File: config.mk
export PLATFORM = sky130hd
export DESIGN_NAME = exec_stage
export DESIGN_NICKNAME = d
export VERILOG_FILES = /design/src/hw/exec_pkg.sv /design/src/hw/exec_stage.sv /design/src/hw/exec_lane.sv /design/src/hw/branch_resolve.sv /design/src/hw/exec_alu.sv
export SDC_FILE = /design/constraint.sdc
export NUM_CORES = 2
export LEC_CHECK = 0
export BUFFER_PORTS_ARGS = -buffer_cell sky130_fd_sc_hd__buf_2
export CORE_AREA = 3 3 340 342
export CTS_BUF_LIST = sky130_fd_sc_hd__clkbuf_16
export CTS_CLUSTER_DIAMETER = 150
export CTS_CLUSTER_SIZE = 16
export DETAILED_ROUTE_END_ITERATION = 6
export DIE_AREA = 0 0 343 345
export HOLD_SLACK_MARGIN = 0.08
export PLACE_DENSITY_LB_ADDON = 0.1
export SLEW_MARGIN = 20
export SYNTH_ARGS = -nofsm -noshare
export SYNTH_HDL_FRONTEND = slang
export SYNTH_SLANG_ARGS = --single-unit
export TNS_END_PERCENT = 30
File: constraint.sdc
create_clock -name clk -period 13.6 [get_ports clk]
set_input_delay 0.68 -clock clk [delete_from_list [all_inputs] [get_ports clk]]
set_output_delay 0.68 -clock clk [all_outputs]
set_load 0.05 [all_outputs]
File: src/hw/exec_pkg.sv
package exec_pkg;

    localparam int IMM_W       = 16;
    localparam int LINK_OFFSET = 8;
    localparam int SLOT_OFFSET = 4;

    typedef logic [31:0] word_t;
    typedef logic [4:0]  reg_idx_t;

    typedef enum logic [3:0] {
        ADD,
        ADDU,
        SUB,
        SUBU,
        AND,
        OR,
        XOR,
        NOR,
        SLT,
        SLTU,
        SLL,
        SRL,
        SRA,
        LUI
    } alu_op_e;

    typedef enum logic [2:0] {
        BEQ,
        BNE,
        BGEZ,
        BGTZ,
        BLEZ,
        BLTZ
    } branch_e;

    typedef enum logic [1:0] {
        MSIZE1,
        MSIZE2,
        MSIZE4
    } msize_e;

    typedef enum logic [1:0] {
        CM_NONE,
        CM_MOVZ,
        CM_MOVN
    } cmove_e;

    // decoded control from the issue stage
    typedef struct packed {
        alu_op_e alu_op;
        logic    imm_src;
        logic    zero_ext;
        logic    shamt_valid;
        logic    memtoreg;
        logic    memwrite;
        msize_e  msize;
        logic    regwrite;
        logic    tne;
        cmove_e  cmove;
        logic    is_link;
        logic    branch;
        branch_e branch_type;
        logic    jump;
        logic    jr;
    } ctl_t;

    typedef struct packed {
        logic overflow;
        logic adel;
        logic ades;
        logic trap;
    } exc_t;

    typedef struct packed {
        logic  bypass;
        word_t data;
    } bypass_t;

    typedef struct packed {
        logic             valid;
        word_t            pc;
        word_t            raw_instr;
        word_t            rd1;
        word_t            rd2;
        logic [IMM_W-1:0] imm;
        reg_idx_t         rdst;
        ctl_t             ctl;
        logic             pre_taken;
        word_t            pre_pc;
        logic             in_exc;
    } issue_t;

    typedef struct packed {
        logic     valid;
        word_t    pc;
        word_t    alu_out;
        word_t    srca;
        word_t    srcb;
        reg_idx_t rdst;
        logic     regwrite;
        logic     memtoreg;
        logic     memwrite;
        msize_e   msize;
        exc_t     exc;
    } result_t;

    // 16-bit immediate widened to a word
    function automatic word_t ext_imm(logic [IMM_W-1:0] imm, logic zero_ext);
        if (zero_ext) begin
            return {{(32-IMM_W){1'b0}}, imm};
        end
        return {{(32-IMM_W){imm[IMM_W-1]}}, imm};
    endfunction

    function automatic logic misaligned(msize_e size, logic [1:0] addr_lo);
        return ((size == MSIZE2) && addr_lo[0]) || ((size == MSIZE4) && (addr_lo != 2'b00));
    endfunction

endpackage
File: src/hw/exec_stage.sv
`timescale 1ns/1ps

module exec_stage (
    input  logic                    clk,
    input  logic                    rst_i,
    input  exec_pkg::issue_t  [1:0] issue_i,
    input  exec_pkg::bypass_t [1:0] bypass_a_i,
    input  exec_pkg::bypass_t [1:0] bypass_b_i,
    output exec_pkg::result_t [1:0] result_o,
    output logic                    redirect_o,
    output exec_pkg::word_t         redirect_pc_o,
    output logic                    branch_cond_o
);
    import exec_pkg::*;

    result_t [1:0] lane_res;
    word_t   [1:0] lane_rs;
    word_t   [1:0] lane_rt;
    result_t [1:0] res_d;
    result_t [1:0] res_q;
    logic    [1:0] valid_q;
    logic          br_cond;
    logic          br_redirect;
    word_t         br_target;
    logic          l1_ovf;
    logic          l1_exc;
    logic          redirect_q;
    logic          cond_q;
    word_t         target_q;

    for (genvar i = 0; i < 2; i++) begin : g_lane
        exec_lane i_lane (
            .issue_i    (issue_i[i]),
            .bypass_a_i (bypass_a_i[i]),
            .bypass_b_i (bypass_b_i[i]),
            .result_o   (lane_res[i]),
            .rs_o       (lane_rs[i]),
            .rt_o       (lane_rt[i])
        );
    end

    // only lane 1 carries control flow
    branch_resolve i_branch (
        .issue_i    (issue_i[1]),
        .rs_i       (lane_rs[1]),
        .rt_i       (lane_rt[1]),
        .cond_o     (br_cond),
        .redirect_o (br_redirect),
        .target_o   (br_target)
    );

    assign l1_ovf = issue_i[1].valid && lane_res[1].exc.overflow;
    assign l1_exc = issue_i[1].valid && (issue_i[1].in_exc || (|lane_res[1].exc));

    // the older lane faulting squashes the younger one
    always_comb begin
        res_d = lane_res;
        if (l1_ovf) begin
            res_d[0].valid = 1'b0;
        end
        if (l1_exc) begin
            res_d[0].memtoreg = 1'b0;
            res_d[0].memwrite = 1'b0;
        end
    end

    always_ff @(posedge clk) begin
        if (rst_i) begin
            valid_q    <= '0;
            redirect_q <= 1'b0;
            cond_q     <= 1'b0;
        end else begin
            valid_q    <= {res_d[1].valid, res_d[0].valid};
            redirect_q <= br_redirect;
            cond_q     <= br_cond;
        end
    end

    always_ff @(posedge clk) begin
        res_q    <= res_d;
        target_q <= br_target;
    end

    // registered payload with the reset-cleared valid bits
    always_comb begin
        result_o          = res_q;
        result_o[0].valid = valid_q[0];
        result_o[1].valid = valid_q[1];
    end

    assign redirect_o    = redirect_q;
    assign redirect_pc_o = target_q;
    assign branch_cond_o = cond_q;

endmodule

File: src/hw/exec_lane.sv
`timescale 1ns/1ps

module exec_lane (
    input  exec_pkg::issue_t  issue_i,
    input  exec_pkg::bypass_t bypass_a_i,
    input  exec_pkg::bypass_t bypass_b_i,
    output exec_pkg::result_t result_o,
    output exec_pkg::word_t   rs_o,
    output exec_pkg::word_t   rt_o
);
    import exec_pkg::*;

    ctl_t  ctl;
    word_t rs;
    word_t rt;
    word_t imm_ext;
    word_t op_a;
    word_t op_b;
    word_t alu_y;
    logic  alu_ovf;
    logic  addr_bad;
    logic  cm_fail;

    assign ctl = issue_i.ctl;

    // forwarded values win over the register file read
    assign rs = bypass_a_i.bypass ? bypass_a_i.data : issue_i.rd1;
    assign rt = bypass_b_i.bypass ? bypass_b_i.data : issue_i.rd2;

    assign rs_o = rs;
    assign rt_o = rt;

    assign imm_ext = ext_imm(issue_i.imm, ctl.zero_ext);

    // sll/srl/sra take the amount from the instruction word
    assign op_a = ctl.shamt_valid ? {27'b0, issue_i.raw_instr[10:6]} : rs;
    assign op_b = ctl.imm_src ? imm_ext : rt;

    exec_alu i_alu (
        .a_i        (op_a),
        .b_i        (op_b),
        .op_i       (ctl.alu_op),
        .y_o        (alu_y),
        .overflow_o (alu_ovf)
    );

    // effective address is the raw alu result
    assign addr_bad = misaligned(ctl.msize, alu_y[1:0]);

    always_comb begin
        case (ctl.cmove)
            CM_MOVZ: cm_fail = (rt != '0);
            CM_MOVN: cm_fail = (rt == '0);
            default: cm_fail = 1'b0;
        endcase
    end

    always_comb begin
        result_o.valid   = issue_i.valid;
        result_o.pc      = issue_i.pc;
        result_o.alu_out = alu_y;
        if (ctl.is_link) begin
            // return address skips the delay slot
            result_o.alu_out = issue_i.pc + LINK_OFFSET;
        end
        result_o.srca     = rs;
        result_o.srcb     = rt;
        result_o.rdst     = issue_i.rdst;
        result_o.regwrite = ctl.regwrite && !cm_fail;
        result_o.memtoreg = ctl.memtoreg && !addr_bad;
        result_o.memwrite = ctl.memwrite && !addr_bad;
        result_o.msize    = ctl.msize;

        result_o.exc.overflow = alu_ovf;
        result_o.exc.adel     = ctl.memtoreg && addr_bad;
        result_o.exc.ades     = ctl.memwrite && addr_bad;
        result_o.exc.trap     = ctl.tne && (rs == rt);
    end

endmodule

File: src/hw/branch_resolve.sv
`timescale 1ns/1ps

module branch_resolve (
    input  exec_pkg::issue_t issue_i,
    input  exec_pkg::word_t  rs_i,
    input  exec_pkg::word_t  rt_i,
    output logic             cond_o,
    output logic             redirect_o,
    output exec_pkg::word_t  target_o
);
    import exec_pkg::*;

    ctl_t  ctl;
    word_t slot_pc;
    word_t br_offset;
    logic  rs_zero;
    logic  taken;
    logic  is_jmp;
    logic  br_miss;
    logic  jmp_miss;

    assign ctl     = issue_i.ctl;
    assign slot_pc = issue_i.pc + SLOT_OFFSET;
    assign rs_zero = (rs_i == '0);

    // word offset relative to the delay slot
    assign br_offset = {{14{issue_i.raw_instr[15]}}, issue_i.raw_instr[15:0], 2'b00};

    always_comb begin
        case (ctl.branch_type)
            BEQ:     taken = (rs_i == rt_i);
            BNE:     taken = (rs_i != rt_i);
            BGEZ:    taken = !rs_i[31];
            BGTZ:    taken = !rs_i[31] && !rs_zero;
            BLEZ:    taken = rs_i[31] || rs_zero;
            BLTZ:    taken = rs_i[31];
            default: taken = 1'b0;
        endcase
    end

    assign cond_o = ctl.branch && taken;
    assign is_jmp = ctl.jump || ctl.jr;

    // a correctly predicted branch needs no target
    always_comb begin
        if (ctl.branch && cond_o && !issue_i.pre_taken) begin
            target_o = slot_pc + br_offset;
        end else if (ctl.branch && !cond_o && issue_i.pre_taken) begin
            // fall through past the delay slot
            target_o = issue_i.pc + LINK_OFFSET;
        end else if (ctl.jr) begin
            target_o = rs_i;
        end else if (ctl.jump) begin
            target_o = {slot_pc[31:28], issue_i.raw_instr[25:0], 2'b00};
        end else begin
            target_o = '0;
        end
    end

    assign br_miss = ctl.branch && (cond_o != issue_i.pre_taken);

    // jumps are fine only if the predictor already went to the same place
    assign jmp_miss = is_jmp && !(issue_i.pre_taken && (issue_i.pre_pc == target_o));

    assign redirect_o = issue_i.valid && (br_miss || jmp_miss);

endmodule

File: src/hw/exec_alu.sv
`timescale 1ns/1ps

module exec_alu (
    input  exec_pkg::word_t   a_i,
    input  exec_pkg::word_t   b_i,
    input  exec_pkg::alu_op_e op_i,
    output exec_pkg::word_t   y_o,
    output logic              overflow_o
);
    import exec_pkg::*;

    word_t      sum;
    word_t      diff;
    logic [4:0] shamt;
    logic       add_ovf;
    logic       sub_ovf;

    assign sum   = a_i + b_i;
    assign diff  = a_i - b_i;
    assign shamt = a_i[4:0];

    // same-sign operands giving a result of the other sign
    assign add_ovf = (a_i[31] == b_i[31]) && (sum[31] != a_i[31]);
    // for subtract the operand signs must differ
    assign sub_ovf = (a_i[31] != b_i[31]) && (diff[31] != a_i[31]);

    always_comb begin
        y_o        = '0;
        overflow_o = 1'b0;
        case (op_i)
            ADD: begin
                y_o        = sum;
                overflow_o = add_ovf;
            end
            ADDU: begin
                y_o = sum;
            end
            SUB: begin
                y_o        = diff;
                overflow_o = sub_ovf;
            end
            SUBU: begin
                y_o = diff;
            end
            AND: begin
                y_o = a_i & b_i;
            end
            OR: begin
                y_o = a_i | b_i;
            end
            XOR: begin
                y_o = a_i ^ b_i;
            end
            NOR: begin
                y_o = ~(a_i | b_i);
            end
            SLT: begin
                y_o = {31'b0, $signed(a_i) < $signed(b_i)};
            end
            SLTU: begin
                y_o = {31'b0, a_i < b_i};
            end
            // shifts move B by the amount held in A
            SLL: begin
                y_o = b_i << shamt;
            end
            SRL: begin
                y_o = b_i >> shamt;
            end
            SRA: begin
                y_o = word_t'($signed(b_i) >>> shamt);
            end
            LUI: begin
                y_o = {b_i[15:0], 16'b0};
            end
            default: begin
                y_o = '0;
            end
        endcase
    end

endmodule

==> flow_metrics.tcl <==
set metrics [dict create \
    crit_type "primary input to register" \
    cts-root-buf "clkbuf_16" \
    syn_inst 4445 \
    syn_nets 5220 \
    drive_gt1_frac 0.2088 \
    io_pins 866 \
    critPathArrivalTime_ns 7.28 \
    fillers 12446 \
    mostFrequentLayoutCell "buf_2" \
    cts.clk_slew.worst_paths_ns 0.07 \
    antenna_found_initial 23 \
    slowest_stage "o22ai_1" \
    num-nets-final 5856 \
    p_leak_nw 17.34 \
    timing.fmax_ghz 0.1479 \
    stdcell_area_sq_um 38650 \
    dpl_cell_area_sq_um 37930 \
    drv_slew 0 \
    rows 123 \
    power_mw 3.919 \
    status "finished clean" \
    slowest_delay_ns 0.73 \
    hp-class "primary input to register" \
    clock-sinks 320 \
    ys_ff_latch 320 \
    maxCapViolCount 0 \
    place.gp.congestion 1.009 \
    cts_tree "yes" \
    ctsResizeCount 0 \
    drt-total-wl_um 192200 \
    timing_hold_violations_final 0 \
    ant_nets 0 \
    finalNonFillerCells 6598 \
    timing.final.crit_share 0.4970 \
    cts_buffers 25 \
    seq_area_frac_synth 0.1984 \
    area_growth_pct 19.73 \
    setup_violations 0 \
    rsz0062_at_grt "no" \
    dpl.hpwl_um 158000 \
    io_buffers 792 \
    seqCellArea_sq_um 6406 \
    fp.dieArea_sq_um 118300 \
    worst_setup_path_start_kind "primary input" \
    final_cell_mix "buf_2, nor2_1, nand2_1, a21oi_1, o21ai_0" \
    avgSynthCellArea_sq_um 7.262 \
    cp_cell_sequence "buf_2 -> buf_4 -> mux2_2 -> mux2i_4 -> buf_4 -> clkinv_1 -> buf_4 -> fa_1 -> nand2b_1 -> a221oi_1 -> o2111a_1 -> a311o_1 -> a221oi_1 -> o31ai_1 -> a211oi_1 -> o31ai_1 -> o22ai_1 -> a211o_1 -> a211o_1 -> a21oi_1 -> and2_1" \
    path_max_fanout 40 \
    cts_setup_buffers 0 \
    start_util 0.2866 \
    grt_pass1_vias 35520 \
    synth.cell_area_sq_um 32280 \
    clockBufferDepth 3 \
    worstMarginPinSlew_ns 1.148 \
    via_count 36623 \
    critPathCaptureType "register" \
    drc 0 \
    grt_max_degree 70 \
    first_pass_iters 6 \
    multi_input_area_sq_um 23820 \
    setup_tns_ns 0 \
    cp_common_cell "buf_4" \
    cts_htree_levels 1 \
    synth_cell_types 89 \
    grt_usage 0.3091 \
    post-place-cells 6554 \
    slew_headroom 0.2348 \
    synth_edf_count 0 \
    required_ns 14.13 \
    die_y_um 345 \
    synth_ff_type "dfxtp_1" \
    coreArea_sq_um 112700 \
    power_density_nw_per_um2 101.4 \
    vias_per_cell 5.551 \
    async_flop_share 0 \
    cts_hold_buffers 0 \
    peakVddDrop_mv 0.1029 \
    grt_pass1_wl_um 267200 \
    grt_overflow 0 \
    min_period_ns 6.759 \
    drtIter0Drc 3789 \
    ys_warn_count 0 \
    die_w_um 343 \
    routedWlPerCell_um 29.13 \
]
[path summary, 6_finish.rpt]
check	from	end	slack (ns)	cells past startpoint
hold / removal	issue_i[265]	result_o[155]	0.15	1
setup / recovery	bypass_a_i[65]	result_o[7]	6.84	21
[critical path, delay by kind of cell]
| family | cells | cell delay, ns |
|---|---|---|
| buf+inv | 5 | 1.38 |
| fa+ha+maj | 1 | 0.44 |
| simple gates | 2 | 0.28 |
| mux | 2 | 0.67 |
| compound gates | 11 | 3.72 |
[logic make-up (layout without fill, tap and decap cells)]
kind of cell	count (synthesis)	count (layout)	share of synthesized area
mux	348	348	0.1126
other cells	0	13	0
flops	320	320	0.1984
xor+xnor	307	307	0.08329
fa+ha+maj	229	229	0.08992
compound gates	1329	1329	0.2597
buf+inv	570	1210	0.06779
simple gates	1342	1342	0.1883
[per-stage QoR]
| stage | util | setup WS, ns | hold slack (ns) |
|---|---|---|---|
| after floorplan | - | 7.423 | 0.7077 |
| after global placement | 0.3367 | 6.241 | 0.7819 |
| after detailed placement | 0.3367 | 6.308 | 0.7843 |
| after CTS | 0.3428 | 6.960 | 0.1076 |
| after global routing | 0.3429 | 6.599 | 0.1070 |
| final | 0.3431 | 6.841 | 0.1489 |
[sequential cells by signal (all words and copies together), names as in the netlist]
signal	flops
branch_cond_o	1
redirect_o	1
redirect_pc_o	32
result_o	284
valid_q	2
[layout make-up]
class                           count  share of cell area
Antenna cell                       13           0.0008417
Multi-Input combinational cell   3555              0.6163
Sequential cell                   320              0.1657
Clock inverter                      6            0.001683
Tap cell                         1500             0.04856
Timing Repair Buffer              899              0.1235
Clock buffer                       25             0.01619
Inverter                          280             0.02719
[routing by layer]
layer | GRT usage | share of wire | vias to the layer above
met4 | 0.1860 | 0.069 | 10
met3 | 0.04848 | 0.073 | 365
li1 | - | - | 17121
met1 | 0.3769 | 0.40 | 17322
met2 | 0.5098 | 0.46 | 1805
met5 | 0 | 0.00034 | -
[Yosys cell counts (18+ instances only)]
cell / number / share of area
nor2_1: 465 / 0.054
nand2_1: 410 / 0.048
a21oi_1: 360 / 0.056
o21ai_0: 341 / 0.053
dfxtp_1: 320 / 0.20
inv_1: 273 / 0.032
mux2i_1: 263 / 0.082
ha_1: 224 / 0.087
xnor2_1: 224 / 0.061
clkbuf_1: 222 / 0.026
a211oi_1: 84 / 0.020
xor2_1: 83 / 0.023
nand3_1: 82 / 0.013
mux2_2: 81 / 0.028
nor3_1: 79 / 0.012
o22ai_1: 76 / 0.015
o211ai_1: 71 / 0.017
nand4_1: 58 / 0.011
nor4_1: 47 / 0.0091
buf_1: 45 / 0.0052
nor2b_1: 43 / 0.0083
a31oi_1: 40 / 0.0078
a21o_1: 39 / 0.0091
nand2b_1: 39 / 0.0076
o21a_1: 33 / 0.0077
o221ai_1: 31 / 0.0084
o31ai_1: 29 / 0.0067
a221oi_1: 28 / 0.0076
o21bai_1: 27 / 0.0063
a22oi_1: 24 / 0.0056
and3_1: 22 / 0.0043
or3_1: 22 / 0.0043
and2_1: 20 / 0.0039
buf_2: 18 / 0.0028
[report_power, final]
part	total, mW	leakage [nW]	internal [mW]	switching [mW]
registers	1.05	2.69	1.02	0.0302
logic	2.13	14.3	0.626	1.50
clock network	0.740	0.345	0.334	0.406
(Power assumes the default switching activity.)
